==> config.mk <==
export PLATFORM = sky130hd
export DESIGN_NAME = decodeStage
export DESIGN_NICKNAME = d
export VERILOG_FILES = /design/src/hw/isaPkg.sv /design/src/hw/decodePkg.sv /design/src/hw/operandDecoder.sv /design/src/hw/controlDecoder.sv /design/src/hw/decodeMerge.sv /design/src/hw/decodeStage.sv
export SDC_FILE = /design/constraint.sdc
export NUM_CORES = 1
export LEC_CHECK = 0
export BUFFER_PORTS_ARGS = -buffer_cell sky130_fd_sc_hd__buf_2
export CAP_MARGIN = 25
export CORE_ASPECT_RATIO = 0.7
export CORE_MARGIN = 2
export CORE_UTILIZATION = 40
export CTS_CLUSTER_SIZE = 16
export DETAILED_ROUTE_END_ITERATION = 7
export PLACE_DENSITY = 0.77
export SKIP_LAST_GASP = 1
export SYNTH_ARGS = -nofsm -noshare
export SYNTH_HDL_FRONTEND = slang
export SYNTH_SLANG_ARGS = --single-unit
==> constraint.sdc <==
create_clock -name clk -period 0.9 [get_ports clk]
set_clock_uncertainty 0.1 [all_clocks]
set_input_delay 0.18 -clock clk [delete_from_list [all_inputs] [get_ports clk]]
set_output_delay 0.18 -clock clk [all_outputs]
set_load 0.01 [all_outputs]
==> src/hw/isaPkg.sv <==
package isaPkg;

// ===============================================
// Opcode and function encodings
// ===============================================

typedef enum logic [5:0] {
	R2    = 6'd0,
	BRK   = 6'd1,
	ADDI  = 6'd4,
	SUBFI = 6'd5,
	ANDI  = 6'd8,
	ORI   = 6'd9,
	XORI  = 6'd10,
	CMPI  = 6'd11,
	CALLA = 6'd16,
	CALLR = 6'd17,
	RET   = 6'd18,
	Bcc   = 6'd20,
	FMA   = 6'd24,
	LDB   = 6'd32,
	LDBU  = 6'd33,
	LDW   = 6'd34,
	LDWU  = 6'd35,
	LDT   = 6'd36,
	STB   = 6'd40,
	STW   = 6'd41,
	STT   = 6'd42,
	CSR   = 6'd48,
	PFX   = 6'd56,
	NOP   = 6'd63
} opcodeE;

// All codes stay below 32 because the R2 word only has room for five func bits
typedef enum logic [5:0] {
	ADD   = 6'd0,
	SUB   = 6'd1,
	AND   = 6'd2,
	OR    = 6'd3,
	XOR   = 6'd4,
	SLL   = 6'd8,
	SRL   = 6'd9,
	SRA   = 6'd10,
	LDBX  = 6'd16,
	LDBUX = 6'd17,
	LDWX  = 6'd18,
	LDWUX = 6'd19,
	LDTX  = 6'd20,
	STBX  = 6'd24,
	STWX  = 6'd25,
	STTX  = 6'd26,
	R1    = 6'd31
} funcE;

// Sub-operations of R1, carried in the number part of the Rb field
typedef enum logic [5:0] {
	RTI = 6'd1,
	REX = 6'd2
} r1FuncE;

typedef enum logic [1:0] {
	CSRRD = 2'd0,
	CSRRW = 2'd1,
	CSRRC = 2'd2,
	CSRRS = 2'd3
} csrFuncE;

// ===============================================
// Instruction word overlays
// ===============================================

// Register fields are a vector flag in bit 6 over a 6-bit register number.
// Every format that names a target keeps it in bits 12:6
typedef struct packed {
	logic [25:0] payload;
	opcodeE opcode;
} anyFmtT;

typedef struct packed {
	logic [4:0] func;
	logic [6:0] Rb;
	logic [6:0] Ra;
	logic [6:0] Rt;
	opcodeE opcode;
} r2FmtT;

typedef struct packed {
	logic [11:0] imm;
	logic [6:0] Ra;
	logic [6:0] Rt;
	opcodeE opcode;
} riFmtT;

typedef struct packed {
	logic [11:0] disp;
	logic [6:0] Ra;
	logic [6:0] Rt;
	opcodeE opcode;
} lsFmtT;

typedef struct packed {
	logic [8:0] disp;
	logic [2:0] cond;
	logic [6:0] Rb;
	logic [6:0] Ra;
	opcodeE opcode;
} brFmtT;

typedef struct packed {
	logic [18:0] target;
	logic [6:0] Rt;
	opcodeE opcode;
} callFmtT;

typedef struct packed {
	logic [9:0] regno;
	csrFuncE func;
	logic [6:0] Ra;
	logic [6:0] Rt;
	opcodeE opcode;
} csrFmtT;

// The prefix also carries the vector mask selection for the next word
typedef struct packed {
	logic m;
	logic [2:0] Rm;
	logic [5:0] rsv;
	logic [15:0] imm;
	opcodeE opcode;
} pfxFmtT;

typedef union packed {
	anyFmtT any;
	r2FmtT r2;
	riFmtT ri;
	lsFmtT ls;
	brFmtT br;
	callFmtT call;
	csrFmtT csr;
	pfxFmtT pfx;
} insnU;

function automatic funcE r2Func(insnU insn);
	return funcE'({1'b0, insn.r2.func});
endfunction

endpackage

==> src/hw/decodePkg.sv <==
package decodePkg;
	import isaPkg::*;

// ===============================================
// Register specifiers and memory sizes
// ===============================================

typedef struct packed {
	logic vec;
	logic [5:0] num;
} regSpecT;

typedef enum logic [1:0] {
	byt   = 2'd0,
	wyde  = 2'd1,
	tetra = 2'd2,
	vect  = 2'd3
} memSizeE;

// What the fetch buffer hands over each strobe
typedef struct packed {
	insnU pfx;
	insnU insn;
} fetchBufT;

// ===============================================
// Decode bus
// ===============================================

typedef struct packed {
	regSpecT Ra;
	regSpecT Rb;
	regSpecT Rc;
	regSpecT Rt;
	regSpecT Rm;
	logic [31:0] imm;
	logic hasRa;
	logic hasRb;
	logic hasRc;
	logic hasRt;
	logic hasRm;
} operandBusT;

typedef struct packed {
	logic rti;
	logic rex;
	logic brk;
	logic br;
	logic cjb;
	logic pfx;
	logic csr;
	csrFuncE csrOp;
	logic loadr;
	logic loadn;
	logic loadu;
	logic storer;
	logic storen;
	logic load;
	logic store;
	logic mem;
	memSizeE memsz;
	logic rfwr;
	logic vrfwr;
} controlBusT;

typedef struct packed {
	operandBusT opnd;
	controlBusT ctrl;
	logic isVector;
	logic needSteps;
} decodeBusT;

endpackage

==> src/hw/operandDecoder.sv <==
`timescale 1ns/1ps

module operandDecoder import isaPkg::*, decodePkg::*; #(
	parameter int spBankBase = 44
) (
	input fetchBufT ifb,
	input logic [2:0] spSel,
	output operandBusT opnd
);

opcodeE op;
funcE fn;
logic r2Live;
logic hasPfx;
regSpecT raRaw;
regSpecT rbRaw;
regSpecT rtRaw;

assign op = ifb.insn.any.opcode;
assign fn = r2Func(ifb.insn);
assign hasPfx = ifb.pfx.any.opcode == PFX;

// R2 words with real register operands. R1 reuses Rb as a sub-op code
assign r2Live = op == R2 && fn inside {ADD, SUB, AND, OR, XOR, SLL, SRL, SRA,
	LDBX, LDBUX, LDWX, LDWUX, LDTX, STBX, STWX, STTX};

// Scalar r31 is the stack pointer, banked per operating level
function automatic regSpecT spBank(regSpecT r, logic [2:0] sel);
	regSpecT res;
	res = r;
	if (!r.vec && r.num == 6'd31 && sel inside {[3'd1:3'd4]})
		res.num = 6'(spBankBase) + {3'b000, sel} - 6'd1;
	return res;
endfunction

always_comb begin
	// Branches put their compare operands in different bit positions
	raRaw = (op == Bcc) ? ifb.insn.br.Ra : ifb.insn.r2.Ra;
	rbRaw = (op == Bcc) ? ifb.insn.br.Rb : ifb.insn.r2.Rb;

	rtRaw = '0;
	opnd.hasRt = 1'b0;
	case (op)
	R2, FMA: begin
		if (op == FMA || r2Live) begin
			rtRaw = ifb.insn.r2.Rt;
			opnd.hasRt = 1'b1;
		end
	end
	ADDI, SUBFI, ANDI, ORI, XORI, CMPI, RET: begin
		rtRaw = ifb.insn.ri.Rt;
		opnd.hasRt = 1'b1;
	end
	LDB, LDBU, LDW, LDWU, LDT, STB, STW, STT: begin
		rtRaw = ifb.insn.ls.Rt;
		opnd.hasRt = 1'b1;
	end
	CALLA, CALLR: begin
		rtRaw = ifb.insn.call.Rt;
		opnd.hasRt = 1'b1;
	end
	CSR: begin
		rtRaw = ifb.insn.csr.Rt;
		opnd.hasRt = 1'b1;
	end
	default: ;
	endcase

	opnd.Ra = spBank(raRaw, spSel);
	opnd.Rb = spBank(rbRaw, spSel);
	opnd.Rt = spBank(rtRaw, spSel);
	// FMA accumulates into its target, so Rc reads the Rt field
	opnd.Rc = (op == FMA) ? spBank(ifb.insn.r2.Rt, spSel) : '0;
	// Mask registers live at scalar numbers 32 to 39
	opnd.Rm = {1'b0, 3'b100, ifb.pfx.pfx.Rm};

	case (op)
	ADDI, SUBFI, ANDI, ORI, XORI, CMPI, RET:
		opnd.imm = {{20{ifb.insn.ri.imm[11]}}, ifb.insn.ri.imm};
	LDB, LDBU, LDW, LDWU, LDT, STB, STW, STT:
		opnd.imm = {{20{ifb.insn.ls.disp[11]}}, ifb.insn.ls.disp};
	Bcc:
		opnd.imm = {{23{ifb.insn.br.disp[8]}}, ifb.insn.br.disp};
	CALLA, CALLR:
		opnd.imm = {{13{ifb.insn.call.target[18]}}, ifb.insn.call.target};
	CSR:
		opnd.imm = {22'd0, ifb.insn.csr.regno};
	default:
		opnd.imm = '0;
	endcase
	if (hasPfx)
		opnd.imm[31:16] = ifb.pfx.pfx.imm;

	opnd.hasRa = r2Live || op inside {ADDI, SUBFI, ANDI, ORI, XORI, CMPI, RET, CSR,
		Bcc, FMA, LDB, LDBU, LDW, LDWU, LDT, STB, STW, STT};
	opnd.hasRb = r2Live || op inside {Bcc, FMA};
	opnd.hasRc = op == FMA;
	opnd.hasRm = hasPfx && ifb.pfx.pfx.m &&
		!(op inside {Bcc, CALLA, CALLR, PFX, NOP, BRK});
end

endmodule

==> src/hw/controlDecoder.sv <==
`timescale 1ns/1ps

module controlDecoder import isaPkg::*, decodePkg::*; (
	input fetchBufT ifb,
	output controlBusT ctrl
);

opcodeE op;
funcE fn;
logic isR2;
logic rtVec;

assign op = ifb.insn.any.opcode;
assign fn = r2Func(ifb.insn);
assign isR2 = op == R2;

// Target vector flag, shared by every format that has a target
assign rtVec = ifb.insn.r2.Rt[6];

always_comb begin
	// ===============================================
	// Operation class
	// ===============================================
	ctrl.rti = isR2 && fn == R1 && ifb.insn.r2.Rb[5:0] == RTI;
	ctrl.rex = isR2 && fn == R1 && ifb.insn.r2.Rb[5:0] == REX;
	ctrl.brk = op == BRK;
	ctrl.br = op == Bcc;
	ctrl.cjb = op inside {CALLA, CALLR};
	ctrl.pfx = op == PFX;
	ctrl.csr = op == CSR;
	ctrl.csrOp = ctrl.csr ? ifb.insn.csr.func : CSRRD;

	// Loads and stores come in register-displacement and indexed forms
	ctrl.loadr = op inside {LDB, LDBU, LDW, LDWU, LDT};
	ctrl.loadn = isR2 && fn inside {LDBX, LDBUX, LDWX, LDWUX, LDTX};
	ctrl.loadu = op inside {LDBU, LDWU} || (isR2 && fn inside {LDBUX, LDWUX});
	ctrl.storer = op inside {STB, STW, STT};
	ctrl.storen = isR2 && fn inside {STBX, STWX, STTX};
	ctrl.load = ctrl.loadr | ctrl.loadn;
	ctrl.store = ctrl.storer | ctrl.storen;
	ctrl.mem = ctrl.load | ctrl.store;

	// Base size only, the vector override is applied at the merge
	case (op)
	LDB, LDBU, STB:
		ctrl.memsz = byt;
	LDW, LDWU, STW:
		ctrl.memsz = wyde;
	R2: begin
		case (fn)
		LDBX, LDBUX, STBX:
			ctrl.memsz = byt;
		LDWX, LDWUX, STWX:
			ctrl.memsz = wyde;
		default:
			ctrl.memsz = tetra;
		endcase
	end
	default:
		ctrl.memsz = tetra;
	endcase

	// ===============================================
	// Register file write enables
	// ===============================================
	ctrl.rfwr = 1'b0;
	ctrl.vrfwr = 1'b0;
	case (op)
	R2: begin
		if (fn inside {ADD, SUB, AND, OR, XOR, SLL, SRL, SRA,
			LDBX, LDBUX, LDWX, LDWUX, LDTX}) begin
			ctrl.rfwr = ~rtVec;
			ctrl.vrfwr = rtVec;
		end
	end
	ADDI, SUBFI, ANDI, ORI, XORI, CMPI, RET, FMA, CSR,
	LDB, LDBU, LDW, LDWU, LDT: begin
		ctrl.rfwr = ~rtVec;
		ctrl.vrfwr = rtVec;
	end
	// A call with an r0 link field does not save its return address
	CALLA, CALLR:
		ctrl.rfwr = ifb.insn.call.Rt != 7'd0;
	default: ;
	endcase
end

// Opcode and R2 function classes must never overlap a load with a store
always_comb begin
	assert (!(ctrl.load && ctrl.store))
	else $error("controlDecoder flagged load and store together");
end

endmodule

==> src/hw/decodeMerge.sv <==
`timescale 1ns/1ps

module decodeMerge import decodePkg::*; (
	input logic clk,
	input logic rstN,
	input logic insnValid,
	input logic rz,
	input operandBusT opnd,
	input controlBusT ctrl,
	output logic decoValid,
	output decodeBusT deco
);

decodeBusT nxt;
logic vecMem;

// Any vector operand turns the access into an element-wise one
assign vecMem = (opnd.hasRa && opnd.Ra.vec) ||
	((ctrl.loadn || ctrl.storen) && opnd.hasRb && opnd.Rb.vec) ||
	(opnd.hasRt && opnd.Rt.vec);

always_comb begin
	nxt.opnd = opnd;
	nxt.ctrl = ctrl;

	// With rz set, r0 reads as zero and writes to it are dropped
	if (ctrl.rfwr && opnd.Rt == '0)
		nxt.ctrl.rfwr = ~rz;

	if (vecMem)
		nxt.ctrl.memsz = vect;

	nxt.isVector = (opnd.hasRa && opnd.Ra.vec) ||
		(opnd.hasRb && opnd.Rb.vec) ||
		(opnd.hasRc && opnd.Rc.vec) ||
		(opnd.hasRt && opnd.Rt.vec) ||
		(opnd.hasRm && opnd.Rm.vec);

	// A scalar base with a plain displacement moves the vector in one access
	nxt.needSteps = nxt.ctrl.memsz == vect &&
		!((ctrl.loadr || ctrl.storer) && !opnd.Ra.vec);
end

always_ff @(posedge clk or negedge rstN) begin
	if (!rstN) begin
		decoValid <= 1'b0;
		deco <= '0;
	end else begin
		decoValid <= insnValid;
		if (insnValid)
			deco <= nxt;
	end
end

// ===============================================
// Checks
// ===============================================

rfVrfExclusive: assert property (@(posedge clk) disable iff (!rstN)
	decoValid |-> !(deco.ctrl.rfwr && deco.ctrl.vrfwr));

validBackToBack: assert property (@(posedge clk) disable iff (!rstN)
	(decoValid && $past(decoValid)) |-> ($past(insnValid) && $past(insnValid, 2)));

endmodule

==> src/hw/decodeStage.sv <==
`timescale 1ns/1ps

module decodeStage import decodePkg::*; #(
	parameter int spBankBase = 44
) (
	input logic clk,
	input logic rstN,
	input logic insnValid,
	input fetchBufT ifb,
	input logic [2:0] spSel,
	input logic rz,
	output logic decoValid,
	output decodeBusT deco
);

operandBusT opnd;
controlBusT ctrl;

// Both halves decode the same fetch buffer in parallel
operandDecoder #(
	.spBankBase(spBankBase)
) operandDec (
	.ifb(ifb),
	.spSel(spSel),
	.opnd(opnd)
);

controlDecoder controlDec (
	.ifb(ifb),
	.ctrl(ctrl)
);

decodeMerge merge (
	.clk(clk),
	.rstN(rstN),
	.insnValid(insnValid),
	.rz(rz),
	.opnd(opnd),
	.ctrl(ctrl),
	.decoValid(decoValid),
	.deco(deco)
);

endmodule

=== After elaboration in Yosys (flattened, before gate mapping) ===
Cells that the tools add are included.

* Word-level logic and storage cells: 183
* Memory bits (read-only): 0
* Register bits after elaboration: 93
* Latch bits: 0
* RAM bits: 0
* Memories kept: 0

* Shift-type cells: 0
* Magnitude comparators: 2
* Multiplexer cells: 21
* Reduce and logical (&&, ||, !) cells: 69
* Div/mod/pow operators: 0
* Add/sub/neg operators: 2
* Equal/unequal tests: 47
* Multiply operators: 0
* Bitwise operators: 5

{| class="wikitable"
|+ Operators by type and width
! cell !! count
|-
| $pmux W32 S4 || 1
|-
| $eq A6 B6 Y1 const B || 12
|-
| $eq A6 B5 Y1 const B || 9
|-
| $eq A5 B5 Y1 const B || 9
|-
| $mux W7 || 4
|-
| $logic_and A1 B1 Y1 || 27
|-
| $eq A6 B4 Y1 const B || 4
|-
| $mux W6 || 4
|-
| $reduce_bool A18 Y1 || 1
|-
| $reduce_or A18 Y1 || 1
|-
| $mux W16 || 1
|-
| $reduce_bool A16 Y1 || 1
|-
| $eq A5 B4 Y1 const B || 3
|-
| $reduce_or A15 Y1 || 1
|-
| $pmux W7 S2 || 1
|-
| $reduce_or A14 Y1 || 1
|-
| $reduce_bool A13 Y1 || 1
|-
| $eq A6 B1 Y1 const B || 2
|-
| $eq A6 B3 Y1 const B || 2
|-
| $logic_not A6 Y1 || 2
|-
| $reduce_or A3 Y1 || 4
|-
| $logic_or A1 B1 Y1 || 11
|-
| $eq A5 B2 Y1 const B || 2
|-
| $reduce_bool A5 Y1 || 2
|-
| 23 further kinds || 40
|}

=== Depth between registers and ports, before layout ===
* Depth after elaboration: 13
* Depth in mapped cells: 9
* Mapped depth without buffers: 8

=== By module ===
From an unflattened synthesis, not the netlist that was laid out.

* Cell total of the unflattened synthesis: 507
* Area, all modules: 5531.6 µm²

{| class="wikitable"
|+ By module, submodules not included
! module !! instances !! cells each !! area an instance (µm²)
|-
| decodeMerge || 1 || 220 || 3663.5
|-
| operandDecoder || 1 || 205 || 1348.8
|-
| controlDecoder || 1 || 82 || 519.2
|}

=== Worst setup path before layout ===
Ideal clock, no wire load.

* Path type: in2reg
* From: input port ifb[3] (netlist name)
* To: register, netlist name merge.deco[3]
* Data arrival time: 1889 ps
* Path buffers: 2
* Required time: 735 ps
* Stages on the path: 8
* Path slack: -1154 ps
* Cells stage by stage: buf_6 -> or4_4 -> a2111oi_4 -> nor2_2 -> and3b_1 -> buf_6 -> o211ai_2 -> o211a_1

* Word-level cells in the longest chain between the ends: 12
* Elaborated cells between the ends (all ways): 37
* Classes of those cells: 20 x eq/ne; 5 x mux; 12 x reduce/logical

{| class="wikitable"
|+ RTL lines
! element !! RTL line !! source
|-
| from (decl) || decodeStage.sv:9 || <nowiki>input fetchBufT ifb,</nowiki>
|-
| parallel branches: the longest is 11 deep, another holds $reduce_or A18 Y1 || n/a ||
|-
| $mux W1 (*) || decodeMerge.sv:27 || <nowiki>if (ctrl.rfwr && opnd.Rt == '0)</nowiki>
|}

Every way passes the cells marked *.
A chain may end at the register's enable or synchronous reset.

=== Worst setup path after layout ===
* From: input port ifb[2] (netlist name)
* To: register, netlist name merge.deco[1]

* Word-level cells in the longest chain between the ends: 7
* Elaborated cells between the ends (all ways): 43
* Classes of those cells: 20 x eq/ne; 7 x mux; 16 x reduce/logical

{| class="wikitable"
|+ RTL lines
! element !! RTL line !! source
|-
| $eq A6 B3 Y1, or another cell as far along || operandDecoder.sv:43, operandDecoder.sv:94 ||
|-
| $reduce_bool A18 Y1, or another cell as far along || operandDecoder.sv:94 || <nowiki>opnd.hasRa = r2Live || op inside {ADDI, SUBFI, ANDI, ORI, XORI, CMPI, RET, CSR,</nowiki>
|-
| $logic_or A1 B1 Y1 (on tied branches) || operandDecoder.sv:94, operandDecoder.sv:45, operandDecoder.sv:96 ||
|-
| $logic_and A1 B1 Y1, or another cell as far along || decodeMerge.sv:33 || <nowiki>nxt.isVector = (opnd.hasRa && opnd.Ra.vec) ||</nowiki>
|-
| $logic_or A1 B1 Y1, or another cell as far along || decodeMerge.sv:33 ||
|-
| $logic_or A1 B1 Y1 / $logic_and A1 B1 Y1 (equally long branches) || decodeMerge.sv:34, decodeMerge.sv:36 ||
|-
| $logic_or A1 B1 Y1 (*) || decodeMerge.sv:35 || <nowiki>(opnd.hasRc && opnd.Rc.vec) ||</nowiki>
|}

Mark *: on every way between the ends. The rest lies on a longest branch, timed or not.

==> impl_metrics.csv <==
group,metric,value,unit
sta,min_period,1.72,ns
drt,ant_nets,0,
sta,finalSetupTns,-74.21,ns
sta,rsz0062_at_grt,"yes",
cts,cts_root_buffer,"clkbuf_16",
hold_path,hp-class,"primary input to flop",
power,max-vdd-ir-drop,1110,uV
power,p_per_area,1400,nW/um2
power,p_switching,3530,uW
cts,cts.sinks,93,
layout,final_common_cell,"buf_4",
placement,dpl.hpwl,13300,um
sta,hold_violations,3,
layout,nets,969,
flow_run,maxCapViolCount,0,
floorplan,num_rows,33,
synthesis,yosysWarnings,0,
setup_path,worst-setup-path-type,"primary input to flop",
cts,clock_latency,0.34,ns
global_route,track_usage,30.1,%
global_route,grt_pass1_vias,5678,
global_route,grt_pass1_wl,29800,um
placement,io_buffers,157,
power,finalPower,12400,uW
cts,clk_pin_slew,0.07,ns
synthesis,syn_avg_cell_area,8.99,um2
power,combPwrFrac,26.4,%
power,seqPwrFrac,38.2,%
drt,wl_per_cell,20.6,um
drt,dr.pass1.iters,6,
power,swShare,28.5,%
sta,finalCritPeriodShare,191,%
layout,fin_util,75.3,%
drt,drtIter0Drc,656,
floorplan,initial_core_util,41.3,%
synthesis,synth_area,4860,um2
floorplan,core_area,11800,um2
floorplan,die_h,96.2,um
cts,htreeDepth,3,
setup_path,crit_path_max_incr_delay,0.40,ns
drt,dr_total_vias,6105,
drt,drc,0,
synthesis,ys_types,59,
setup_path,arrival,1.83,ns
drt,routed_via_density,5.78,
power,p_clk_share,35.4,%
synthesis,postSynth.asyncResetShare,100,%
placement,place_congestion,0.876,
global_route,antenna_found_initial,0,
setup_path,cp-start-kind,"primary input",
layout,final_cell_mix,"175 x buf_4, 123 x buf_2, 93 x dfrtp_1",
power,internal_power,8870,uW
layout,area_delta_synth_final,82.5,%
placement,place_worst_setup_slack,-1.21,ns
synthesis,yosysSeqAreaShare,47.9,%
setup_path,cp_common_cell,"buf_4",
global_route,grt-ovfl-total,0,
setup_path,crit_chain,"buf_6, buf_4, nand2b_4, buf_4, nor3_4, buf_4, buf_4, buf_4, a221oi_1, a31oi_1",
global_route,grt_max_degree,34,
floorplan,io_pins,167,
sta,setup_ws,-0.817,ns
cts,cts_tree,"yes",
floorplan,die_w,136,um
setup_path,crit_fanout,13,
setup_path,critPathSlowestCell,"a221oi_1",
setup_path,required,1.01,ns
sta,clock.fmax,583,MHz
layout,drive_gt1_share,57.6,%
cts,numCtsBuffers,9,
synthesis,synth_flop_cell,"dfrtp_1",
sta,drv_slew,0,
layout,fillers,762,
synthesis,syn_inst,540,
cts,ctsHoldBuffers,15,
cts,clk_path_buf_depth,2,
power,cellLeakagePower,0.00423,uW
drt,finalWirelength,21800,um
setup_path,critPathCaptureType,"flop",
synthesis,synth_edf_count,0,
status,outcome,"finished, violations left",
synthesis,ys_seq_elements,93,
floorplan,die-area,13100,um2
sta,timing.hold.ws,-0.0349,ns
sta,setup_violations,183,
status,violations,"negative hold slack, negative setup slack",
==> logic make-up (layout without fill, tap and decap cells) <==
logic type / Yosys count / in the layout / synth area share, %
and+or+nand+nor: 190 / 190 / 18.2
adders and majority gates: 3 / 3 / 0.773
buffers and inverters: 78 / 435 / 6.65
other: 1 / 4 / 0.0772
DFF: 93 / 93 / 47.9
xor gates and xnor gates: 1 / 1 / 0.180
AOI/OAI and AO/OA: 147 / 147 / 20.1
muxes: 27 / 27 / 6.05
==> layout make-up <==
cell class              count  area, um2  area share (%)
repair buffers            384       2990            33.7
multi-input cells         371       2860            32.3
flip-flops and latches     93       2330            26.3
clock buffers               9        225            2.54
well taps                 157        196            2.22
inverters                  36        150            1.69
clock inverters             6        111            1.26
diodes                      1       2.50          0.0282
==> synth_stat cells, types with 4 or more instances <==
master,instances,area [um2]
nand2b_1,6,37.5
and3_1,4,25.0
inv_1,36,135
dfrtp_1,93,2330
nand2_1,60,225
nor2b_1,5,31.3
o21a_1,6,45.0
nor3_1,5,25.0
nor2_1,64,240
clkbuf_1,32,120
o21ai_0,22,110
nor4_1,4,25.0
mux2_2,19,214
a31oi_1,17,106
a21oi_1,42,210
nand3_1,16,80.1
a21o_1,4,30.0
o22ai_1,17,106
mux2i_1,8,80.1
a222oi_1,10,100
or2_2,5,31.3
==> through the flow <==
stage	hold WS, ns	instances	cell area (um2)
floorplan	-0.216	542	5240
global placement	-0.0222	940	6890
global route	-0.0383	1056	8860
finish	-0.0349	1057	8860
detailed placement	-0.0172	940	6890
CTS	-0.0383	1019	8290
==> power by group through the flow <==
stage	Clock [uW]	Sequential [uW]	Combinational, uW
finish	4390	4740	3270
global route	4600	4760	3460
CTS	4370	4700	2760
detailed placement	0	4770	2310
global placement	0	4750	2270
floorplan	0	4880	943
==> worst max-delay path, delay by kind of cell <==
family	cells	cell delay [ns]
compound gates	2	0.55
simple gates	2	0.26
buf+inv	6	0.85
==> routing by layer <==
layer / routed length [um] / GRT usage (%)
met5: 0 / 0
met4: 899 / 9.72
met3: 2330 / 8.69
met2: 10200 / 49.3
met1: 8360 / 38.8
==> worst paths after layout <==
| kind | start | endpoint | slack, ns | depth (start not counted) |
|---|---|---|---|---|
| max | ifb[2] | merge.deco[1] | -0.82 | 10 |
| min | ifb[61] | merge.deco[61] | -0.03 | 2 |
| max reg2reg | merge.deco[82] | merge.deco[82] | -0.22 | 3 |
| min reg2reg | merge.deco[65] | merge.deco[65] | 0.38 | 1 |
| max in group asynchronous | rstN | merge.decoValid | 0.08 | 3 |
| min in group asynchronous | rstN | merge.deco[21] | 0.16 | 2 |
==> state kept, by name, indices dropped and copies added, names as in the netlist <==
name             count
merge.decoValid      1
merge.deco          92
==> timing repair <==
| action | CTS | global route |
|---|---|---|
| cloned | 3 | 0 |
| pin swaps | 48 | 20 |
| hold endpoints to repair | 110 | 3 |
| resized for setup | 126 | 62 |
| setup buffers | 49 | 41 |
| setup endpoints to repair | 181 | 182 |
(Power assumes the default switching activity.)
